`src/mesh_pkg.sv`:
```
package mesh_pkg;

        // Grid position of a router, x counts columns and y counts rows
        typedef logic [1:0] coord_t;

        typedef logic [2:0] port_t;

        // Router ports
        // North faces row y-1 and south faces row y+1
        localparam port_t port_north = 3'd0;
        localparam port_t port_east  = 3'd1;
        localparam port_t port_south = 3'd2;
        localparam port_t port_west  = 3'd3;
        localparam port_t port_local = 3'd4;

        localparam int num_ports = 5;

endpackage

```
`src/noc_pkg.sv`:
```
package noc_pkg;

        import mesh_pkg::*;

        localparam int flit_w = 35;

        typedef enum logic [1:0] {
                kind_head      = 2'd0,
                kind_body      = 2'd1,
                kind_tail      = 2'd2,
                kind_head_tail = 2'd3
        } flit_kind_t;

        localparam int head_payload_w = flit_w - $bits(flit_kind_t) - 2 * $bits(coord_t);
        localparam int body_payload_w = flit_w - $bits(flit_kind_t);

        // Head carries the destination, everything after it is payload only
        typedef struct packed {
                flit_kind_t                kind;
                coord_t                    dst_x;
                coord_t                    dst_y;
                logic [head_payload_w-1:0] payload;
        } head_flit_t;

        typedef struct packed {
                flit_kind_t                kind;
                logic [body_payload_w-1:0] payload;
        } body_flit_t;

        // Kind sits in the top bits of both views
        typedef union packed {
                head_flit_t head;
                body_flit_t body;
        } flit_t;

        function automatic logic is_head(flit_t f);
                return f.head.kind inside {kind_head, kind_head_tail};
        endfunction

        function automatic logic is_tail(flit_t f);
                return f.body.kind inside {kind_tail, kind_head_tail};
        endfunction

endpackage

```
`src/noc_input_buffer.sv`:
```
`timescale 1ns/1ns

module noc_input_buffer
        import mesh_pkg::*;
        import noc_pkg::*;
#(
        parameter int     buffer_depth = 2,
        parameter coord_t my_x         = '0,
        parameter coord_t my_y         = '0
) (
        input  logic  clk,
        input  logic  reset,
        input  flit_t in_flit,
        input  logic  in_valid,
        output logic  in_ready,
        output flit_t head_flit,
        output logic  head_valid,
        output port_t head_port,
        input  logic  head_pop
);

        localparam int ptr_w = (buffer_depth > 1) ? $clog2(buffer_depth) : 1;
        localparam int cnt_w = $clog2(buffer_depth + 1);

        flit_t            mem [buffer_depth];
        logic [ptr_w-1:0] wr_ptr;
        logic [ptr_w-1:0] rd_ptr;
        logic [cnt_w-1:0] count;
        port_t            route_q;
        port_t            xy_port;
        logic             push;
        logic             pop;

        function automatic logic [ptr_w-1:0] ptr_next(logic [ptr_w-1:0] p);
                if (p == ptr_w'(buffer_depth - 1)) begin
                        return '0;
                end
                return p + 1'b1;
        endfunction

        assign in_ready   = (count != cnt_w'(buffer_depth));
        assign head_valid = (count != '0);
        assign head_flit  = mem[rd_ptr];
        assign push       = in_valid && in_ready;
        assign pop        = head_pop && head_valid;

        // XY order, column first and then row
        always_comb begin
                if (head_flit.head.dst_x > my_x) begin
                        xy_port = port_east;
                end else if (head_flit.head.dst_x < my_x) begin
                        xy_port = port_west;
                end else if (head_flit.head.dst_y > my_y) begin
                        xy_port = port_south;
                end else if (head_flit.head.dst_y < my_y) begin
                        xy_port = port_north;
                end else begin
                        xy_port = port_local;
                end
        end

        // Body and tail flits follow the port their head took
        assign head_port = is_head(head_flit) ? xy_port : route_q;

        always_ff @(posedge clk) begin
                if (push) begin
                        mem[wr_ptr] <= in_flit;
                end
        end

        always_ff @(posedge clk) begin
                if (reset) begin
                        wr_ptr  <= '0;
                        rd_ptr  <= '0;
                        count   <= '0;
                        route_q <= port_local;
                end else begin
                        if (push) begin
                                wr_ptr <= ptr_next(wr_ptr);
                        end
                        if (pop) begin
                                rd_ptr <= ptr_next(rd_ptr);
                                if (is_head(head_flit)) begin
                                        route_q <= xy_port;
                                end
                        end
                        count <= count + cnt_w'(push) - cnt_w'(pop);
                end
        end

endmodule

```
`src/noc_switch_alloc.sv`:
```
`timescale 1ns/1ns

module noc_switch_alloc
        import mesh_pkg::*;
(
        input  logic                 clk,
        input  logic                 reset,
        input  logic [num_ports-1:0] request,
        input  logic                 tail_done,
        output logic [num_ports-1:0] grant
);

        localparam int idx_w = $clog2(num_ports);

        logic             locked;
        logic [idx_w-1:0] lock_idx;
        logic [idx_w-1:0] prio;
        logic [idx_w-1:0] win_idx;
        logic [idx_w-1:0] sel_idx;
        logic             found;
        logic             active;

        // First requester at or after the priority pointer
        always_comb begin
                int k;
                found   = 1'b0;
                win_idx = prio;
                for (int i = 0; i < num_ports; i++) begin
                        k = int'(prio) + i;
                        if (k >= num_ports) begin
                                k = k - num_ports;
                        end
                        if (!found && request[k]) begin
                                found   = 1'b1;
                                win_idx = idx_w'(k);
                        end
                end
        end

        assign sel_idx = locked ? lock_idx : win_idx;
        assign active  = locked || found;

        always_comb begin
                grant = '0;
                if (active) begin
                        grant[sel_idx] = 1'b1;
                end
        end

        // A granted head keeps the output until its tail has gone
        always_ff @(posedge clk) begin
                if (reset) begin
                        locked   <= 1'b0;
                        lock_idx <= '0;
                        prio     <= '0;
                end else if (active) begin
                        if (tail_done) begin
                                locked <= 1'b0;
                                if (sel_idx == idx_w'(num_ports - 1)) begin
                                        prio <= '0;
                                end else begin
                                        prio <= sel_idx + 1'b1;
                                end
                        end else begin
                                locked   <= 1'b1;
                                lock_idx <= sel_idx;
                        end
                end
        end

endmodule

```
`src/noc_router.sv`:
```
`timescale 1ns/1ns

module noc_router
        import mesh_pkg::*;
        import noc_pkg::*;
#(
        parameter int     buffer_depth = 2,
        parameter coord_t my_x         = '0,
        parameter coord_t my_y         = '0
) (
        input  logic                 clk,
        input  logic                 reset,
        input  flit_t                in_flit [num_ports],
        input  logic [num_ports-1:0] in_valid,
        output logic [num_ports-1:0] in_ready,
        output flit_t                out_flit [num_ports],
        output logic [num_ports-1:0] out_valid,
        input  logic [num_ports-1:0] out_ready
);

        flit_t                buf_flit [num_ports];
        logic [num_ports-1:0] buf_valid;
        port_t                buf_port [num_ports];
        logic [num_ports-1:0] buf_pop;
        // Indexed by output port, one bit per input buffer
        logic [num_ports-1:0] request [num_ports];
        logic [num_ports-1:0] grant [num_ports];
        logic [num_ports-1:0] xfer;
        logic [num_ports-1:0] tail_done;

        for (genvar p = 0; p < num_ports; p++) begin : g_port
                noc_input_buffer #(
                        .buffer_depth(buffer_depth),
                        .my_x        (my_x),
                        .my_y        (my_y)
                ) in_buf_i (
                        .clk       (clk),
                        .reset     (reset),
                        .in_flit   (in_flit[p]),
                        .in_valid  (in_valid[p]),
                        .in_ready  (in_ready[p]),
                        .head_flit (buf_flit[p]),
                        .head_valid(buf_valid[p]),
                        .head_port (buf_port[p]),
                        .head_pop  (buf_pop[p])
                );

                noc_switch_alloc out_alloc_i (
                        .clk      (clk),
                        .reset    (reset),
                        .request  (request[p]),
                        .tail_done(tail_done[p]),
                        .grant    (grant[p])
                );
        end

        always_comb begin
                for (int o = 0; o < num_ports; o++) begin
                        for (int i = 0; i < num_ports; i++) begin
                                request[o][i] = buf_valid[i] && (buf_port[i] == port_t'(o));
                        end
                end
        end

        // Crossbar
        always_comb begin
                for (int o = 0; o < num_ports; o++) begin
                        out_flit[o]  = '0;
                        out_valid[o] = 1'b0;
                        for (int i = 0; i < num_ports; i++) begin
                                if (grant[o][i]) begin
                                        out_flit[o]  = buf_flit[i];
                                        out_valid[o] = request[o][i];
                                end
                        end
                end
        end

        always_comb begin
                for (int o = 0; o < num_ports; o++) begin
                        xfer[o]      = out_valid[o] && out_ready[o];
                        tail_done[o] = xfer[o] && is_tail(out_flit[o]);
                end
        end

        always_comb begin
                buf_pop = '0;
                for (int o = 0; o < num_ports; o++) begin
                        for (int i = 0; i < num_ports; i++) begin
                                if (xfer[o] && grant[o][i]) begin
                                        buf_pop[i] = 1'b1;
                                end
                        end
                end
        end

endmodule

```
`config.mk`:
```
export PLATFORM = sky130hd
export DESIGN_NAME = noc_router
export DESIGN_NICKNAME = d
export VERILOG_FILES = /design/src/mesh_pkg.sv /design/src/noc_pkg.sv /design/src/noc_input_buffer.sv /design/src/noc_switch_alloc.sv /design/src/noc_router.sv
export SDC_FILE = /design/constraint.sdc
export NUM_CORES = 1
export LEC_CHECK = 0
export BUFFER_PORTS_ARGS = -buffer_cell sky130_fd_sc_hd__buf_2
export CAP_MARGIN = 0
export CORE_MARGIN = 8
export CORE_UTILIZATION = 40
export DETAILED_ROUTE_END_ITERATION = 8
export PLACE_DENSITY_LB_ADDON = 0.2
export SLEW_MARGIN = 20
export SYNTH_ARGS = -nofsm -noshare
export SYNTH_HDL_FRONTEND = slang
export SYNTH_SLANG_ARGS = --single-unit
```
`constraint.sdc`:
```
create_clock -name clk -period 6.7 [get_ports clk]
set_clock_uncertainty 0.1 [all_clocks]
set_input_delay 1.34 -clock clk [delete_from_list [all_inputs] [get_ports clk]]
set_output_delay 1.34 -clock clk [all_outputs]
set_load 0.05 [all_outputs]
```
## Word level (Yosys, flattened, before mapping)

Memories as Yosys holds them, arrays and structs flattened. A register that Yosys moved wholly into a read port is not among the register bits.
Index checks and enable logic that the tools add are counted.

| storage, ports and cells | value |
|---|---|
| output and inout port bits | 185 |
| input port bits | 187 |
| memories kept | 5 |
| bits in writable memories | 350 |
| bits in registers | 70 |
| logic and storage cells | 745 |

Memories:

| memory | depth | bits a word | rd ports | clocked after Yosys merged registers in | wr ports | line | RTL |
|---|---|---|---|---|---|---|---|
| g_port[0].in_buf_i.mem | 2 | 35 | 1 | 1 | 1 | noc_input_buffer.sv:25 | `flit_t mem [buffer_depth];` |
| g_port[1].in_buf_i.mem | 2 | 35 | 1 | 1 | 1 | noc_input_buffer.sv:25 |  |
| g_port[2].in_buf_i.mem | 2 | 35 | 1 | 1 | 1 | noc_input_buffer.sv:25 |  |
| g_port[3].in_buf_i.mem | 2 | 35 | 1 | 1 | 1 | noc_input_buffer.sv:25 |  |
| g_port[4].in_buf_i.mem | 2 | 35 | 1 | 1 | 1 | noc_input_buffer.sv:25 |  |

| operators by class | value |
|---|---|
| $lt $le $gt $ge | 80 |
| bitwise logic cells | 5 |
| multiplexer cells | 350 |
| reductions and logical operators | 155 |
| add/sub/neg operators | 70 |
| equal/unequal tests | 45 |

Operators by type and width:

| kind | number |
|---|---|
| 35-bit two-way mux | 25 |
| 32-bit by 5-bit < comparator with 1-bit output, second input constant | 25 |
| 32-bit two-way mux | 25 |
| 32-bit by 4-bit greater-or-equal comparator with 1-bit output, second input constant | 20 |
| 32-bit by 4-bit subtractor with 32-bit output, second input constant | 20 |
| 1-bit two-way mux | 205 |
| 3-bit two-way mux | 60 |
| 1-bit logical AND | 95 |
| 1-bit binary-select mux with 3-bit select | 25 |
| 3-bit by 2-bit adder with 4-bit output, second input constant | 10 |
| 2-bit == test, second input constant | 15 |
| 3-bit by 2-bit == test with 1-bit output, second input constant | 10 |
| 3-bit == test, second input constant | 10 |
| 2-bit nonzero test | 15 |
| 5-bit two-way mux | 5 |
| 3-bit by 1-bit adder with 4-bit output, second input constant | 5 |
| 3-bit by 3-bit adder with 4-bit output, second input constant | 5 |
| 2-bit by 1-bit greater-than comparator with 1-bit output, second input constant | 10 |
| 1-bit zero test | 20 |
| 2-bit by 1-bit < comparator with 1-bit output, second input constant | 10 |
| 3-bit by 4-bit < comparator with 1-bit output, second input constant | 5 |
| 2-bit AND reduction | 10 |
| 3-bit by 3-bit subtractor with 4-bit output, second input constant | 5 |
| 3-bit by 1-bit adder with 3-bit output, second input constant | 5 |
| 12 further kinds | 65 |

## Logic depth before layout (Yosys ltp)

| depth | value |
|---|---|
| depth after elaboration | 48 |
| gate-level depth with buffers | 27 |
| depth with buffers taken out | 25 |

## Modules after synthesis

From an unflattened synthesis, not the netlist that was laid out.

| unflattened totals | value |
|---|---|
| cells, all modules | 3539 |
| area, all modules | 32750.2 um^2 |

Modules (own cells, without submodules):

| module | times used | area an instance (um^2) | cells an instance | seq. area each (um^2) |
|---|---|---|---|---|
| noc_input_buffer | 5 | 2999.1 | 170 | 2262.2 |
| noc_router | 1 | 8476.9 | 1456 | 0.0 |
| noc_switch_alloc (g_port[2].out_alloc_i ...) | 2 | 1966.9 | 256 | 140.1 |
| noc_switch_alloc (g_port[4].out_alloc_i) | 1 | 1814.2 | 247 | 140.1 |
| noc_switch_alloc (g_port[1].out_alloc_i) | 1 | 1798.0 | 249 | 140.1 |
| noc_switch_alloc (g_port[0].out_alloc_i) | 1 | 1731.7 | 225 | 140.1 |

## Least setup slack after synthesis

No wires, ideal clock.

| timing path | value |
|---|---|
| kind | register -> output |
| from | reg g_port[4].out_alloc_i.prio[0] |
| to | out out_flit[21] (netlist name) |
| slack | -0.465 ns |
| required time | 5.260 ns |
| arrival time | 5.725 ns |
| cell stages (with the launch flop) | 22 |
| buffers on the path | 6 |
| path through | dfxtp_1 clkbuf_1 inv_1 clkbuf_1 ha_1 ha_1 clkbuf_1 a21oi_1 mux2i_1 nor2_1 or4b_1 and3_1 clkbuf_1 or4b_2 o22a_1 o21ai_2 buf_4 buf_2 mux2_2 o22ai_1 nor3_1 a21oi_1 |

RTL lines:

| item | line | RTL |
|---|---|---|
| start, declared | noc_switch_alloc.sv:17 | `logic [idx_w-1:0] prio;` |
| start signal, assigned | noc_switch_alloc.sv:62 | `prio <= sel_idx + 1'b1;` |
| end, declared | noc_router.sv:16 | `output flit_t out_flit [num_ports],` |

==> flow_metrics.env <==
export IMPL_run_status="finished clean"
export IMPL_die_area_sq_um=83800
export IMPL_netlist_top_cells_count="edfxtp_1 (350), nor2_1 (332), a21oi_1 (280)"
export IMPL_place_inst=4647
export IMPL_htreeDepth=2
export IMPL_pre_cts_ws_ns=0.129
export IMPL_wl_um=138000
export IMPL_holdPathEnd="g_port[3].out_alloc_i.lock_idx[0]"
export IMPL_synth_top_area_share_pct=35.1
export IMPL_ctsLongestPathBuffers=3
export IMPL_max_clock_freq_ghz=0.150
export IMPL_seq_area_frac_synth_pct=40.1
export IMPL_rows=100
export IMPL_worst_pin_slew_ns=1.20
export IMPL_yosysWarnings=0
export IMPL_grt_setup_unrepaired="true"
export IMPL_nFillCells=6800
export IMPL_clock_latency_ns=0.64
export IMPL_die_w_um=290
export IMPL_io_buffers=371
export IMPL_synth_area_sq_um=29900
export IMPL_crit_path_start="g_port[2].in_buf_i.mem[1][32]"
export IMPL_antenna_found_initial=6
export IMPL_fin_crit_sh_pct=99.6
export IMPL_dieHeight_um=290
export IMPL_crit_buf_inv=4
export IMPL_grt_remaining_overflow=0
export IMPL_design_area_sq_um=39600
export IMPL_cts_made_buffers=49
export IMPL_cpPeakStageDelay_ns=0.66
export IMPL_reg2reg_depth=24
export IMPL_ys_types=107
export IMPL_synth_mux_area_share_pct=10.3
export IMPL_grtUsageTotal_pct=30.7
export IMPL_placed_area_sq_um=36100
export IMPL_clk_pin_slew_ns=0.06
export IMPL_synth_simple_gate_area_share_pct=16.3
export IMPL_wl_per_cell_um=28.7
export IMPL_fin_cells=4789
export IMPL_drc_errors=0
export IMPL_ys_ff_latch=425
export IMPL_cts_sink_count=425
export IMPL_fin_crit_ns=6.67
export IMPL_num_nets_final=4034
export IMPL_drive_gt1_share_pct=30.4
export IMPL_worst_slack_ns=0.0299
export IMPL_grt_first_pass_wirelength_um=191000
export IMPL_cpLargestDelayFamily="compound AO/OA/AOI/OAI gates"
export IMPL_reg2reg_slack_ns=0.81
export IMPL_synth_compound_area_share_pct=24.5
export IMPL_syn_avg_cell_area_sq_um=9.13
export IMPL_maxCapViolCount=0
export IMPL_critPathSlowestCell="or4_4"
export IMPL_place_congestion=0.993
export IMPL_synth_top_family_by_area="compound AO/OA/AOI/OAI gates"
export IMPL_viasPerCell=6.31
export IMPL_num_vias=30200
export IMPL_startpoint_type="flop"
export IMPL_root_buffer="clkbuf_16"
export IMPL_cp_required_ns=5.26
export IMPL_grt_max_degree=67
export IMPL_async_flop_share_pct=0
export IMPL_synth_xor_area_share_pct=1.52
export IMPL_hold_class="reg2reg"
export IMPL_synth_nets=3536
export IMPL_ctsHoldBuffers=0
export IMPL_syn_instance_count=3279
export IMPL_slew_headroom_pct=17.9
export IMPL_syn_to_final_growth_pct=32.2
export IMPL_fin_setup_tns_ns=0
export IMPL_min_delay_path_depth=2
export IMPL_synthFlopType="edfxtp_1"
export IMPL_slew_viol_final=0
export IMPL_finalHoldViolCount=0
export IMPL_setup_viol_count_final=0
export IMPL_min_from="g_port[3].out_alloc_i.lock_idx[0]"
export IMPL_drt_iter0_drc=3236
export IMPL_synth_edf_count=350
export IMPL_timing_rr_end="g_port[2].in_buf_i.count[1]"
export IMPL_ant_nets=0
export IMPL_crit_path_cell_trace="o21ai_0, o32ai_4, a31oi_2, or3_1, a21boi_0, buf_4, or3b_2, o2bb2ai_1, o2111ai_1, nand2_4, inv_1, or4_4, clkbuf_16, o22ai_2, buf_6"
export IMPL_crit_fanout=8
export IMPL_first_pass_iters=6
export IMPL_place_hpwl_um=105000
export IMPL_yosys_top_cells_area="edfxtp_1 (35%), mux2i_1 (6.5%), dfxtp_1 (5.0%), a21oi_1 (4.7%), nor2_1 (4.2%)"
export IMPL_arrival_ns=5.23
export IMPL_endpoint_kind="output port"
export IMPL_start_util_pct=40.3
export IMPL_num_io_pins=372
export IMPL_synthAdderAreaFrac_pct=3.05
export IMPL_path_class="reg2out"
export IMPL_core_sq_um=74300
export IMPL_grt_pass1_vias=28300
export IMPL_yosysTopAreaCell="edfxtp_1"
export IMPL_r2r_start="g_port[3].out_alloc_i.prio[1]"
export IMPL_synth_most_common_cell="edfxtp_1"
export IMPL_cts_tree="done"
## metal layers
metal | up-vias | GRT usage [%] | share of wire, %
li1 | 13600 | - | -
met2 | 1749 | 50.7 | 46
met3 | 474 | 5.79 | 8.5
met1 | 14400 | 36.4 | 37
met5 | - | 0 | 0.030
met4 | 6 | 19.8 | 8.1
## cell families (layout without fill, tap and decap cells)
family | after synthesis | in the layout
fa+ha+maj | 70 | 70
mux | 292 | 292
flops | 425 | 425
other cells | 0 | 2
simple gates | 1004 | 1005
xor+xnor | 52 | 52
compound gates | 1109 | 1110
buf+inv | 327 | 864
## worst reg2reg max path, delay by kind of cell (launching register included)
| kind | cells | cell delay [ns] |
|---|---|---|
| AO/OA/AOI/OAI | 8 | 1.96 |
| XOR/XNOR | 2 | 0.31 |
| buffers and inverters | 5 | 0.74 |
| AND/OR/NAND/NOR | 5 | 1.19 |
| flip-flops | 1 | 0.38 |
| adder cells (fa/ha/maj) | 4 | 1.06 |
## worst max path at each step
stage	end	slack (ns)	cells past startpoint
after detailed placement	out_flit[136]	0.13	16
after global placement	out_flit[136]	0.21	16
after global routing	out_flit[112]	-0.06	17
final	out_flit[128]	0.03	15
after floorplan	out_flit[35]	-0.20	15
after CTS	out_flit[113]	-0.0007	16
## flip-flops by register name, summed over array words and instances (netlist names), named ones only
register / flops
g_port.in_buf_i.mem: 350
g_port.in_buf_i.route_q: 15
g_port.out_alloc_i.lock_idx: 15
g_port.out_alloc_i.prio: 15
g_port.in_buf_i.count: 10
g_port.in_buf_i.rd_ptr: 5
g_port.in_buf_i.wr_ptr: 5
g_port.out_alloc_i.locked: 5
## layout make-up
cell class / instances / area (sq um) / area share, %
antenna: 2 / 5.00 / 0.0126
clock buffer: 55 / 1250 / 3.16
clock inverter: 37 / 502 / 1.27
inverter: 91 / 359 / 0.907
multi-input combinational: 2529 / 18200 / 46.0
sequential: 425 / 12000 / 30.4
tap: 969 / 1210 / 3.06
timing repair buffer: 680 / 6000 / 15.2
timing repair inverter: 1 / 5.00 / 0.0126
## what timing repair did
| item | CTS | global route |
|---|---|---|
| pin swaps | 2 | 30 |
| endpoints found under the setup margin | 138 | 180 |
| resized for setup | 88 | 225 |
| cloned | 0 | 13 |
| buffers inserted | 0 | 32 |
## cell usage in the layout, fill, tap and decap left out, drive strengths merged, types with 13 or more instances in the layout
cell type / instances
o21ai: 200
nand2b: 50
inv: 91
o31ai: 15
dfxtp: 75
clkinv: 24
a21o: 17
a31oi: 21
nor2b: 35
and2: 53
xor2: 15
o221ai: 41
ha: 65
xnor2: 37
a31o: 13
mux2i: 196
or2: 21
mux2: 94
a21oi: 280
buf: 660
o21a: 14
o22ai: 148
nand2: 236
and3: 32
edfxtp: 350
nor3: 59
o32ai: 15
nand4: 26
nor2: 334
nand3: 55
a211oi: 163
nor3b: 14
o211ai: 32
or3: 21
clkbuf: 75
nor4: 23
## metrics by stage
stage / hold slack [ns] / util, %
finish: 0.388 / 53.3
global route: 0.410 / 53.2
CTS: 0.386 / 51.4
detailed placement: 0.375 / 48.5
global placement: 0.363 / 48.5
floorplan: 0.348 / -
Power is not shown: default switching activity piles up to over one toggle a cycle in this logic, so the estimate is an artifact.
